### src/include/execCluster_defines.svh
`ifndef EXECCLUSTER_DEFINES_SVH
`define EXECCLUSTER_DEFINES_SVH

// Datapath and tag widths.
`define XLEN 32
`define TAG_W 7
`define SQN_W 7

// Tag bit that marks a result without register write.
`define NO_RESULT_BIT 6

`define NUM_PREGS 64

// Functional unit timing.
`define MUL_STAGES 3
`define DIV_STEPS 32

`endif

### src/execPkg.sv
`default_nettype none
`include "execCluster_defines.svh"

package execPkg;

    typedef enum logic [1:0] {
        FU_INT,
        FU_MUL,
        FU_DIV
    } fuType;

    // Divider reads code 0 as quotient, code 1 as remainder.
    typedef enum logic [2:0] {
        OP_ADD,
        OP_SUB,
        OP_AND,
        OP_OR,
        OP_XOR,
        OP_SLL,
        OP_MOVI
    } aluOp;

    typedef logic [2:0] fuMask; // One bit per fuType.

    typedef struct packed {
        logic [`TAG_W-2:0] srcTagA;
        logic [`TAG_W-2:0] srcTagB;
        logic useImm;
        logic [`XLEN-1:0] imm;
        logic [`TAG_W-1:0] dstTag;
        logic [`SQN_W-1:0] sqN;
        fuType fu;
        aluOp op;
    } issueUOp;

    typedef struct packed {
        logic valid;
        logic [`TAG_W-1:0] dstTag;
        logic [`SQN_W-1:0] sqN;
        fuType fu;
        aluOp op;
        logic [`XLEN-1:0] srcA;
        logic [`XLEN-1:0] srcB;
    } exUOp;

    typedef struct packed {
        logic valid;
        logic [`TAG_W-1:0] dstTag;
        logic [`SQN_W-1:0] sqN;
        logic [`XLEN-1:0] result;
    } resUOp;

    // Sequence numbers wrap, so compare by signed distance.
    function automatic logic youngerThan(input logic [`SQN_W-1:0] a,
                                         input logic [`SQN_W-1:0] b);
        logic signed [`SQN_W-1:0] diff;
        diff = a - b;
        return diff > 0;
    endfunction

endpackage

`default_nettype wire

### src/physRegFile.sv
`timescale 1ns/100ps
`default_nettype none
`include "execCluster_defines.svh"

module physRegFile (
    input wire clk,

    input wire [`TAG_W-2:0] rdTagA,
    input wire [`TAG_W-2:0] rdTagB,
    output logic [`XLEN-1:0] rdDataA,
    output logic [`XLEN-1:0] rdDataB,

    input wire execPkg::resUOp wb
);

    logic [`XLEN-1:0] regs [`NUM_PREGS];
    logic wrEn;

    assign wrEn = wb.valid && !wb.dstTag[`NO_RESULT_BIT]; // Tag bit 6 skips the write.

    always_ff @(posedge clk) begin
        if (wrEn) begin
            regs[wb.dstTag[`TAG_W-2:0]] <= wb.result;
        end
    end

    // Same-cycle writes are covered by the bypass in the issue stage.
    assign rdDataA = regs[rdTagA];
    assign rdDataB = regs[rdTagB];

endmodule

`default_nettype wire

### src/issueStage.sv
`timescale 1ns/100ps
`default_nettype none
`include "execCluster_defines.svh"

module issueStage (
    input wire clk,
    input wire rstN,

    input wire issueValid,
    input wire execPkg::issueUOp issueUop,

    input wire execPkg::resUOp wb,
    input wire divBusy,

    output logic [`TAG_W-2:0] rdTagA,
    output logic [`TAG_W-2:0] rdTagB,
    input wire [`XLEN-1:0] rdDataA,
    input wire [`XLEN-1:0] rdDataB,

    output execPkg::exUOp exUop,
    output execPkg::fuMask blockFu
);

    import execPkg::*;

    logic wbWrites;
    logic [`XLEN-1:0] opA;
    logic [`XLEN-1:0] opB;
    exUOp exNext;
    logic [1:0] mulResv;

    assign rdTagA = issueUop.srcTagA;
    assign rdTagB = issueUop.srcTagB;

    assign wbWrites = wb.valid && !wb.dstTag[`NO_RESULT_BIT];

    // Writeback in the issue cycle wins over the register file.
    always_comb begin
        opA = rdDataA;
        opB = rdDataB;
        if (wbWrites && wb.dstTag[`TAG_W-2:0] == issueUop.srcTagA) begin
            opA = wb.result;
        end
        if (wbWrites && wb.dstTag[`TAG_W-2:0] == issueUop.srcTagB) begin
            opB = wb.result;
        end
    end

    always_comb begin
        exNext.valid = issueValid;
        exNext.dstTag = issueUop.dstTag;
        exNext.sqN = issueUop.sqN;
        exNext.fu = issueUop.fu;
        exNext.op = issueUop.op;
        exNext.srcA = opA;
        exNext.srcB = issueUop.useImm ? issueUop.imm : opB;
    end

    always_ff @(posedge clk) begin
        exUop <= exNext;
        mulResv <= {mulResv[0], issueValid && issueUop.fu == FU_MUL};
        if (!rstN) begin
            exUop.valid <= 1'b0;
            mulResv <= '0;
        end
    end

    // An ALU op two edges behind a multiply would hit the same writeback slot.
    always_comb begin
        blockFu = '0;
        blockFu[FU_INT] = mulResv[1];
        blockFu[FU_DIV] = divBusy || (exUop.valid && exUop.fu == FU_DIV);
    end

endmodule

`default_nettype wire

### src/intAlu.sv
`timescale 1ns/100ps
`default_nettype none
`include "execCluster_defines.svh"

module intAlu (
    input wire clk,
    input wire rstN,

    input wire execPkg::exUOp exUop,

    input wire flush,
    input wire [`SQN_W-1:0] flushSqN,

    output execPkg::resUOp res
);

    import execPkg::*;

    logic lastFlush;
    logic [`SQN_W-1:0] lastFlushSqN;
    logic kill;
    logic [`XLEN-1:0] result;

    // Last cycle's flush covers an op issued in the flush cycle.
    assign kill = (flush && youngerThan(exUop.sqN, flushSqN)) ||
                  (lastFlush && youngerThan(exUop.sqN, lastFlushSqN));

    always_comb begin
        case (exUop.op)
            OP_ADD: result = exUop.srcA + exUop.srcB;
            OP_SUB: result = exUop.srcA - exUop.srcB;
            OP_AND: result = exUop.srcA & exUop.srcB;
            OP_OR: result = exUop.srcA | exUop.srcB;
            OP_XOR: result = exUop.srcA ^ exUop.srcB;
            OP_SLL: result = exUop.srcA << exUop.srcB[$clog2(`XLEN)-1:0];
            default: result = exUop.srcB; // MOVI.
        endcase
    end

    always_ff @(posedge clk) begin
        lastFlush <= flush;
        lastFlushSqN <= flushSqN;
        res.dstTag <= exUop.dstTag;
        res.sqN <= exUop.sqN;
        res.result <= result;
        res.valid <= exUop.valid && exUop.fu == FU_INT && !kill;
        if (!rstN) begin
            lastFlush <= 1'b0;
            res.valid <= 1'b0;
        end
    end

endmodule

`default_nettype wire

### src/multiplier.sv
`timescale 1ns/100ps
`default_nettype none
`include "execCluster_defines.svh"

module multiplier (
    input wire clk,
    input wire rstN,

    input wire execPkg::exUOp exUop,

    input wire flush,
    input wire [`SQN_W-1:0] flushSqN,

    output execPkg::resUOp res
);

    import execPkg::*;

    localparam HALF = `XLEN / 2;

    logic lastFlush;
    logic [`SQN_W-1:0] lastFlushSqN;
    logic startKill;
    resUOp s1; // Result field holds the low partial product.
    resUOp s2;
    logic [HALF-1:0] s1HL;
    logic [HALF-1:0] s1LH;
    logic [HALF-1:0] s2Cross;

    assign startKill = (flush && youngerThan(exUop.sqN, flushSqN)) ||
                       (lastFlush && youngerThan(exUop.sqN, lastFlushSqN));

    // Only the low half of the product is kept, so cross terms need HALF bits.
    always_ff @(posedge clk) begin
        lastFlush <= flush;
        lastFlushSqN <= flushSqN;

        s1.dstTag <= exUop.dstTag;
        s1.sqN <= exUop.sqN;
        s1.result <= exUop.srcA[HALF-1:0] * exUop.srcB[HALF-1:0];
        s1HL <= exUop.srcA[`XLEN-1:HALF] * exUop.srcB[HALF-1:0];
        s1LH <= exUop.srcA[HALF-1:0] * exUop.srcB[`XLEN-1:HALF];
        s1.valid <= exUop.valid && exUop.fu == FU_MUL && !startKill;

        s2 <= s1;
        s2Cross <= s1HL + s1LH;
        s2.valid <= s1.valid && !(flush && youngerThan(s1.sqN, flushSqN));

        res <= s2;
        res.result <= s2.result + {s2Cross, {HALF{1'b0}}};
        res.valid <= s2.valid && !(flush && youngerThan(s2.sqN, flushSqN));

        if (!rstN) begin
            lastFlush <= 1'b0;
            s1.valid <= 1'b0;
            s2.valid <= 1'b0;
            res.valid <= 1'b0;
        end
    end

endmodule

`default_nettype wire

### src/divider.sv
`timescale 1ns/100ps
`default_nettype none
`include "execCluster_defines.svh"

module divider (
    input wire clk,
    input wire rstN,

    input wire execPkg::exUOp exUop,

    input wire flush,
    input wire [`SQN_W-1:0] flushSqN,

    input wire wbFree,
    output logic divBusy,

    output execPkg::resUOp res
);

    import execPkg::*;

    localparam CNT_W = $clog2(`DIV_STEPS);

    typedef enum logic [1:0] {
        DIV_IDLE,
        DIV_RUN,
        DIV_HOLD
    } divState;

    divState state;
    logic [CNT_W-1:0] stepCnt;
    logic [`XLEN-1:0] quo;
    logic [`XLEN-1:0] rem;
    logic [`XLEN-1:0] divisor;
    logic wantRem;
    logic [`TAG_W-1:0] dstTag;
    logic [`SQN_W-1:0] sqN;
    logic lastFlush;
    logic [`SQN_W-1:0] lastFlushSqN;
    logic startKill;
    logic start;
    logic runKill;
    logic [`XLEN:0] shifted;
    logic fits;

    assign startKill = (flush && youngerThan(exUop.sqN, flushSqN)) ||
                       (lastFlush && youngerThan(exUop.sqN, lastFlushSqN));
    assign start = exUop.valid && exUop.fu == FU_DIV && !startKill;
    assign runKill = flush && youngerThan(sqN, flushSqN);

    // Restoring step. A zero divisor always fits, giving all ones and rem = dividend.
    assign shifted = {rem, quo[`XLEN-1]};
    assign fits = shifted >= {1'b0, divisor};

    always_ff @(posedge clk) begin
        lastFlush <= flush;
        lastFlushSqN <= flushSqN;
        case (state)
            DIV_IDLE: begin
                if (start) begin
                    state <= DIV_RUN;
                    stepCnt <= CNT_W'(`DIV_STEPS - 1);
                    quo <= exUop.srcA;
                    rem <= '0;
                    divisor <= exUop.srcB;
                    wantRem <= exUop.op[0]; // Code 1 is remainder.
                    dstTag <= exUop.dstTag;
                    sqN <= exUop.sqN;
                end
            end
            DIV_RUN: begin
                if (fits) begin
                    rem <= `XLEN'(shifted - {1'b0, divisor});
                end else begin
                    rem <= shifted[`XLEN-1:0];
                end
                quo <= {quo[`XLEN-2:0], fits};
                stepCnt <= stepCnt - 1'b1;
                if (stepCnt == '0) begin
                    state <= DIV_HOLD;
                end
            end
            default: begin
                if (wbFree) begin
                    state <= DIV_IDLE; // Result taken by the bus.
                end
            end
        endcase
        if (state != DIV_IDLE && runKill) begin
            state <= DIV_IDLE;
        end
        if (!rstN) begin
            state <= DIV_IDLE;
            lastFlush <= 1'b0;
        end
    end

    assign divBusy = state != DIV_IDLE;

    assign res.valid = state == DIV_HOLD;
    assign res.dstTag = dstTag;
    assign res.sqN = sqN;
    assign res.result = wantRem ? rem : quo;

endmodule

`default_nettype wire

### src/writebackArbiter.sv
`timescale 1ns/100ps
`default_nettype none
`include "execCluster_defines.svh"

module writebackArbiter (
    input wire execPkg::resUOp aluRes,
    input wire execPkg::resUOp mulRes,
    input wire execPkg::resUOp divRes,

    output execPkg::resUOp wbUop,
    output logic wbWrite,
    output logic wbFree
);

    // Fixed priority. The divider is the only unit that can wait.
    always_comb begin
        if (aluRes.valid) begin
            wbUop = aluRes;
        end else if (mulRes.valid) begin
            wbUop = mulRes;
        end else begin
            wbUop = divRes;
        end
    end

    assign wbFree = !aluRes.valid && !mulRes.valid;

    assign wbWrite = wbUop.valid && !wbUop.dstTag[`NO_RESULT_BIT];

endmodule

`default_nettype wire

### src/execCluster.sv
`timescale 1ns/100ps
`default_nettype none
`include "execCluster_defines.svh"

module execCluster (
    input wire clk,
    input wire rstN,

    input wire issueValid,
    input wire execPkg::issueUOp issueUop,

    input wire flush,
    input wire [`SQN_W-1:0] flushSqN,

    output execPkg::fuMask blockFu,
    output execPkg::resUOp wbUop,
    output logic wbWrite
);

    import execPkg::*;

    logic [`TAG_W-2:0] rdTagA;
    logic [`TAG_W-2:0] rdTagB;
    logic [`XLEN-1:0] rdDataA;
    logic [`XLEN-1:0] rdDataB;
    exUOp exUop;
    resUOp aluRes;
    resUOp mulRes;
    resUOp divRes;
    logic wbFree;
    logic divBusy;

    issueStage iss (
        .clk(clk),
        .rstN(rstN),
        .issueValid(issueValid),
        .issueUop(issueUop),
        .wb(wbUop),
        .divBusy(divBusy),
        .rdTagA(rdTagA),
        .rdTagB(rdTagB),
        .rdDataA(rdDataA),
        .rdDataB(rdDataB),
        .exUop(exUop),
        .blockFu(blockFu)
    );

    physRegFile rf (
        .clk(clk),
        .rdTagA(rdTagA),
        .rdTagB(rdTagB),
        .rdDataA(rdDataA),
        .rdDataB(rdDataB),
        .wb(wbUop)
    );

    intAlu ialu (
        .clk(clk),
        .rstN(rstN),
        .exUop(exUop),
        .flush(flush),
        .flushSqN(flushSqN),
        .res(aluRes)
    );

    multiplier mul (
        .clk(clk),
        .rstN(rstN),
        .exUop(exUop),
        .flush(flush),
        .flushSqN(flushSqN),
        .res(mulRes)
    );

    divider div (
        .clk(clk),
        .rstN(rstN),
        .exUop(exUop),
        .flush(flush),
        .flushSqN(flushSqN),
        .wbFree(wbFree),
        .divBusy(divBusy),
        .res(divRes)
    );

    writebackArbiter wbArb (
        .aluRes(aluRes),
        .mulRes(mulRes),
        .divRes(divRes),
        .wbUop(wbUop),
        .wbWrite(wbWrite),
        .wbFree(wbFree)
    );

endmodule

`default_nettype wire

### config.mk
export PLATFORM = sky130hd
export DESIGN_NAME = execCluster
export DESIGN_NICKNAME = d
export VERILOG_FILES = /design/src/execPkg.sv /design/src/physRegFile.sv /design/src/issueStage.sv /design/src/intAlu.sv /design/src/multiplier.sv /design/src/divider.sv /design/src/writebackArbiter.sv /design/src/execCluster.sv
export VERILOG_INCLUDE_DIRS = /design/src /design/src/include
export SDC_FILE = /design/constraint.sdc
export NUM_CORES = 2
export LEC_CHECK = 0
export BUFFER_PORTS_ARGS = -buffer_cell sky130_fd_sc_hd__buf_4
export CORE_UTILIZATION = 35
export CTS_CLUSTER_DIAMETER = 50
export CTS_CLUSTER_SIZE = 14
export DETAILED_ROUTE_END_ITERATION = 10
export GPL_TIMING_DRIVEN = 0
export PLACE_DENSITY = 0.52
export SLEW_MARGIN = 30
export SYNTH_ARGS = -nofsm -noshare
export SYNTH_HDL_FRONTEND = slang
export SYNTH_SLANG_ARGS = --single-unit
export TNS_END_PERCENT = 1
### constraint.sdc
create_clock -name clk -period 9.7 [get_ports clk]
set_clock_uncertainty 0.15 [all_clocks]
set_input_delay 2.91 -clock clk [delete_from_list [all_inputs] [get_ports clk]]
set_output_delay 2.91 -clock clk [all_outputs]
set_load 0.02 [all_outputs]
==> results.ini <==
[run_status]
run_status=complete, no violations

[cts]
clk-insertion-delay-late_ps=950
cts_num_sinks=2456
cts_hold_buffers=0
clk_pin_slew_worst_paths_ps=70
htreeDepth=5
tritoncts.num_buffers=289
cts_buffer_depth=4
cts.root.buffer_cell=sky130_fd_sc_hd__clkbuf_16
cts_tree=built

[place]
gpl.final_weighted_congestion=1.03
dp_worst_setup_slack_ps=-2550
numPortBuffers=117
hpwl_dp_um=528000

[synth]
synth.lib_cells_used.distinct=87
synth_async_sr_flop_share=0
synth_enable_flop_cells=2164
library_cell_with_the_largest_summed_area_after_synthesis=sky130_fd_sc_hd__edfxtp_1
avgSynthCellArea_um2=15.6
mapped_nets=9299
synth_top_area_share=0.492
yosysWarnings=0
synthesis.instances=8469
synth_sequential_area_ratio=0.536
postSynthRegisterBits=2456
netlist_top_cells_area=sky130_fd_sc_hd__edfxtp_1, sky130_fd_sc_hd__mux4_2, sky130_fd_sc_hd__fa_1, sky130_fd_sc_hd__dfxtp_1, sky130_fd_sc_hd__ha_1
mappedNetlistArea_um2=132000
most_used_flip_flop_cell_after_synthesis=sky130_fd_sc_hd__edfxtp_1

[floorplanning]
initial_utilization=0.352
placement_rows=225
die-width_um=616
die_h_um=616
fp.dieArea_um2=380000
floorplan.core_area_um2=376000
io_pins=126

[final_layout]
layout.core_utilization=0.438
fraction_of_final_layout_cells_with_drive_strength_greater_than_1=0.308
area_growth_syn_to_layout_pct=24.6
finish.net_count=10200

[grt]
first_global_vias=92800
groute.usage.overall=0.359
global_route_wire_length_before_repair_um=894000
grt_start_max_net_pins=37
overflow=0
number_of_antenna_violations_at_the_first_check_in_global_routing=56

[detailed_routing]
drtAntennaViolNets=0
post-route-drc-count=0
via_per_inst=6.61
route.final.wire_length_um=692000
initialDrtViolationCount=17700
vias_after_detailed_routing=97100
detail_route.wl_per_cell_um=47.1
drt_first_pass_iters=8

[pwr]
power.ir.vdd_worst_v=0.000786
total_leakage_power_nw=58.5
power_per_cell_area_nw_per_um2=252

[run]
max_cap_viol_count=0

[setup_path]
delay_contributed_by_the_slowest_stage_of_the_critical_path_ps=630
endpoint_kind=register
critPathRequiredTime_ps=10340
path_type_of_the_worst_setup_path=register to register
critical_path.startpoint_type=register
crit_arrival_ps=10300
crit_path_max_fanout=11
worst-r2r-cell-count=29
crit_slowest_cell=sky130_fd_sc_hd__clkbuf_2
worst_path_most_repeated_cell=sky130_fd_sc_hd__fa_1

[sta]
setup_viol_count_final=0
slew_at_the_pin_with_the_worst_max_slew_slack_ps=1210
slew_viol_final=0
final_min_period_over_clock_period=0.995
max_clock_freq_mhz=104
maxSlewHeadroom=0.192
timing.final.ws_setup_ps=44.7
post_layout_minimum_cycle_time_ps=9660
fin_worst_hold_slack_ps=173
finalHoldViolations=0
totalNegativeSetupSlack_ps=0

[worst_hold_path]
worstHoldPathCells=0
hold_path.class=register to register

worst max-delay path: cells and delay by family, from the launching register on:
kind / cells / cell delay, ps
fa+ha+maj: 7 / 3210
compound gates: 8 / 1730
xor+xnor: 1 / 150
flops: 1 / 430
buf+inv: 8 / 2200
simple gates: 5 / 1520
layout make-up:
type	instances	area [um^2]
antenna	68	170
sequential	2456	70800
timing repair buffer	655	13300
inverter	663	2540
tap	4994	6250
multi-input combinational	4822	57700
clock inverter	174	2040
buffer	525	4060
clock buffer	324	7700
fill	33000	211000
cell families after synthesis:
family	share of synthesized area
flops	0.536
other cells	0.0000284
compound gates	0.0442
xor+xnor	0.0155
buf+inv	0.0367
simple gates	0.0456
fa+ha+maj	0.0922
mux	0.229
metrics by stage:
stage | std cells | cell area [um^2] | power [mW]
2_1_floorplan | 8469 | 132000 | 23.7
3_3_place_gp | 13600 | 139000 | 29.7
3_5_place_dp | 14100 | 152000 | 29.9
4_1_cts | 14600 | 163000 | 41.5
5_1_grt | 14600 | 165000 | 43.7
6_report | 14700 | 165000 | 41.5
power by group:
group | total, mW | internal (mW) | leakage [nW] | switching (mW)
clock network | 11.5 | 6.56 | 4.75 | 4.94
registers | 12.5 | 12.1 | 21.9 | 0.349
logic | 17.5 | 6.98 | 31.9 | 10.6
total | 41.5 | 25.7 | 58.5 | 15.8
flip-flops by register name, indices dropped and copies added, names as in the netlist, named ones only:
| name | cells |
|---|---|
| div.divisor | 32 |
| div.dstTag | 7 |
| div.lastFlushSqN | 7 |
| div.quo | 32 |
| div.rem | 32 |
| div.sqN | 7 |
| div.state | 2 |
| div.stepCnt | 5 |
| div.wantRem | 1 |
| ialu.res | 33 |
| iss.exUop | 52 |
| iss.mulResv | 2 |
| mul.lastFlush | 1 |
| mul.res | 47 |
| mul.s1 | 47 |
| mul.s1HL | 16 |
| mul.s1LH | 16 |
| mul.s2 | 47 |
| mul.s2Cross | 16 |
| rf.regs | 2048 |
placed cells by master (no fill, tap or decap), types with 38 or more instances in the layout:
cell type                      n
sky130_fd_sc_hd__mux4_2     1231
sky130_fd_sc_hd__xnor2_1     176
sky130_fd_sc_hd__inv_1       634
sky130_fd_sc_hd__xor2_1       50
sky130_fd_sc_hd__buf_16      377
sky130_fd_sc_hd__a21oi_1     246
sky130_fd_sc_hd__nand2_1     626
sky130_fd_sc_hd__a21o_1       40
sky130_fd_sc_hd__o21ai_0     220
sky130_fd_sc_hd__diode_2      68
sky130_fd_sc_hd__nor2_1      417
sky130_fd_sc_hd__ha_1        391
sky130_fd_sc_hd__o211ai_1     38
sky130_fd_sc_hd__clkbuf_2    105
sky130_fd_sc_hd__buf_4       211
sky130_fd_sc_hd__buf_6        39
sky130_fd_sc_hd__nand4_1      39
sky130_fd_sc_hd__buf_2        85
sky130_fd_sc_hd__edfxtp_1   2164
sky130_fd_sc_hd__clkbuf_16   303
sky130_fd_sc_hd__nand3_1      50
sky130_fd_sc_hd__nor2_4       70
sky130_fd_sc_hd__dfxtp_1     288
sky130_fd_sc_hd__buf_12      118
sky130_fd_sc_hd__buf_8        42
sky130_fd_sc_hd__mux2i_1     214
sky130_fd_sc_hd__fa_1        363
sky130_fd_sc_hd__clkbuf_1    158
Yosys cell counts (39+ instances only):
cell type and instances:
sky130_fd_sc_hd__o21ai_0 260, sky130_fd_sc_hd__buf_1 109, sky130_fd_sc_hd__nor2b_1 42, sky130_fd_sc_hd__inv_1 639, sky130_fd_sc_hd__a21oi_1 252, sky130_fd_sc_hd__a21o_1 40
sky130_fd_sc_hd__mux4_2 1231, sky130_fd_sc_hd__buf_2 62, sky130_fd_sc_hd__nor2_1 497, sky130_fd_sc_hd__clkbuf_1 304, sky130_fd_sc_hd__nand2_1 629, sky130_fd_sc_hd__mux2i_1 227
sky130_fd_sc_hd__edfxtp_1 2164, sky130_fd_sc_hd__nand3_1 50, sky130_fd_sc_hd__nand4_1 39, sky130_fd_sc_hd__xor2_1 50, sky130_fd_sc_hd__dfxtp_1 292, sky130_fd_sc_hd__xnor2_1 176
sky130_fd_sc_hd__ha_1 392, sky130_fd_sc_hd__fa_1 363
layer usage:
metal	vias to the layer above	part of all wire	GRT usage
met5	-	0.00015	0.00303
met4	16	0.10	0.298
met3	2511	0.15	0.151
met2	9155	0.42	0.517
met1	50500	0.33	0.416
li1	34900	-	-
path summary, 6_finish.rpt:
path / startpoint / slack (ps) / to
min reg2reg: mul.s2[0] / 170 / mul.res[0]
min: mul.s2[0] / 170 / mul.res[0]
max: register / 40 / mul.s1[30]
max reg2reg: register / 40 / mul.s1[30]
timing repair:
action                     CTS  global route
pin swaps                    5            11
setup endpoints to repair   40            12
cloned                       0             0
resized for setup          264           259
buffers inserted            12            52
Note: power is estimated with default switching activity, not from simulation.
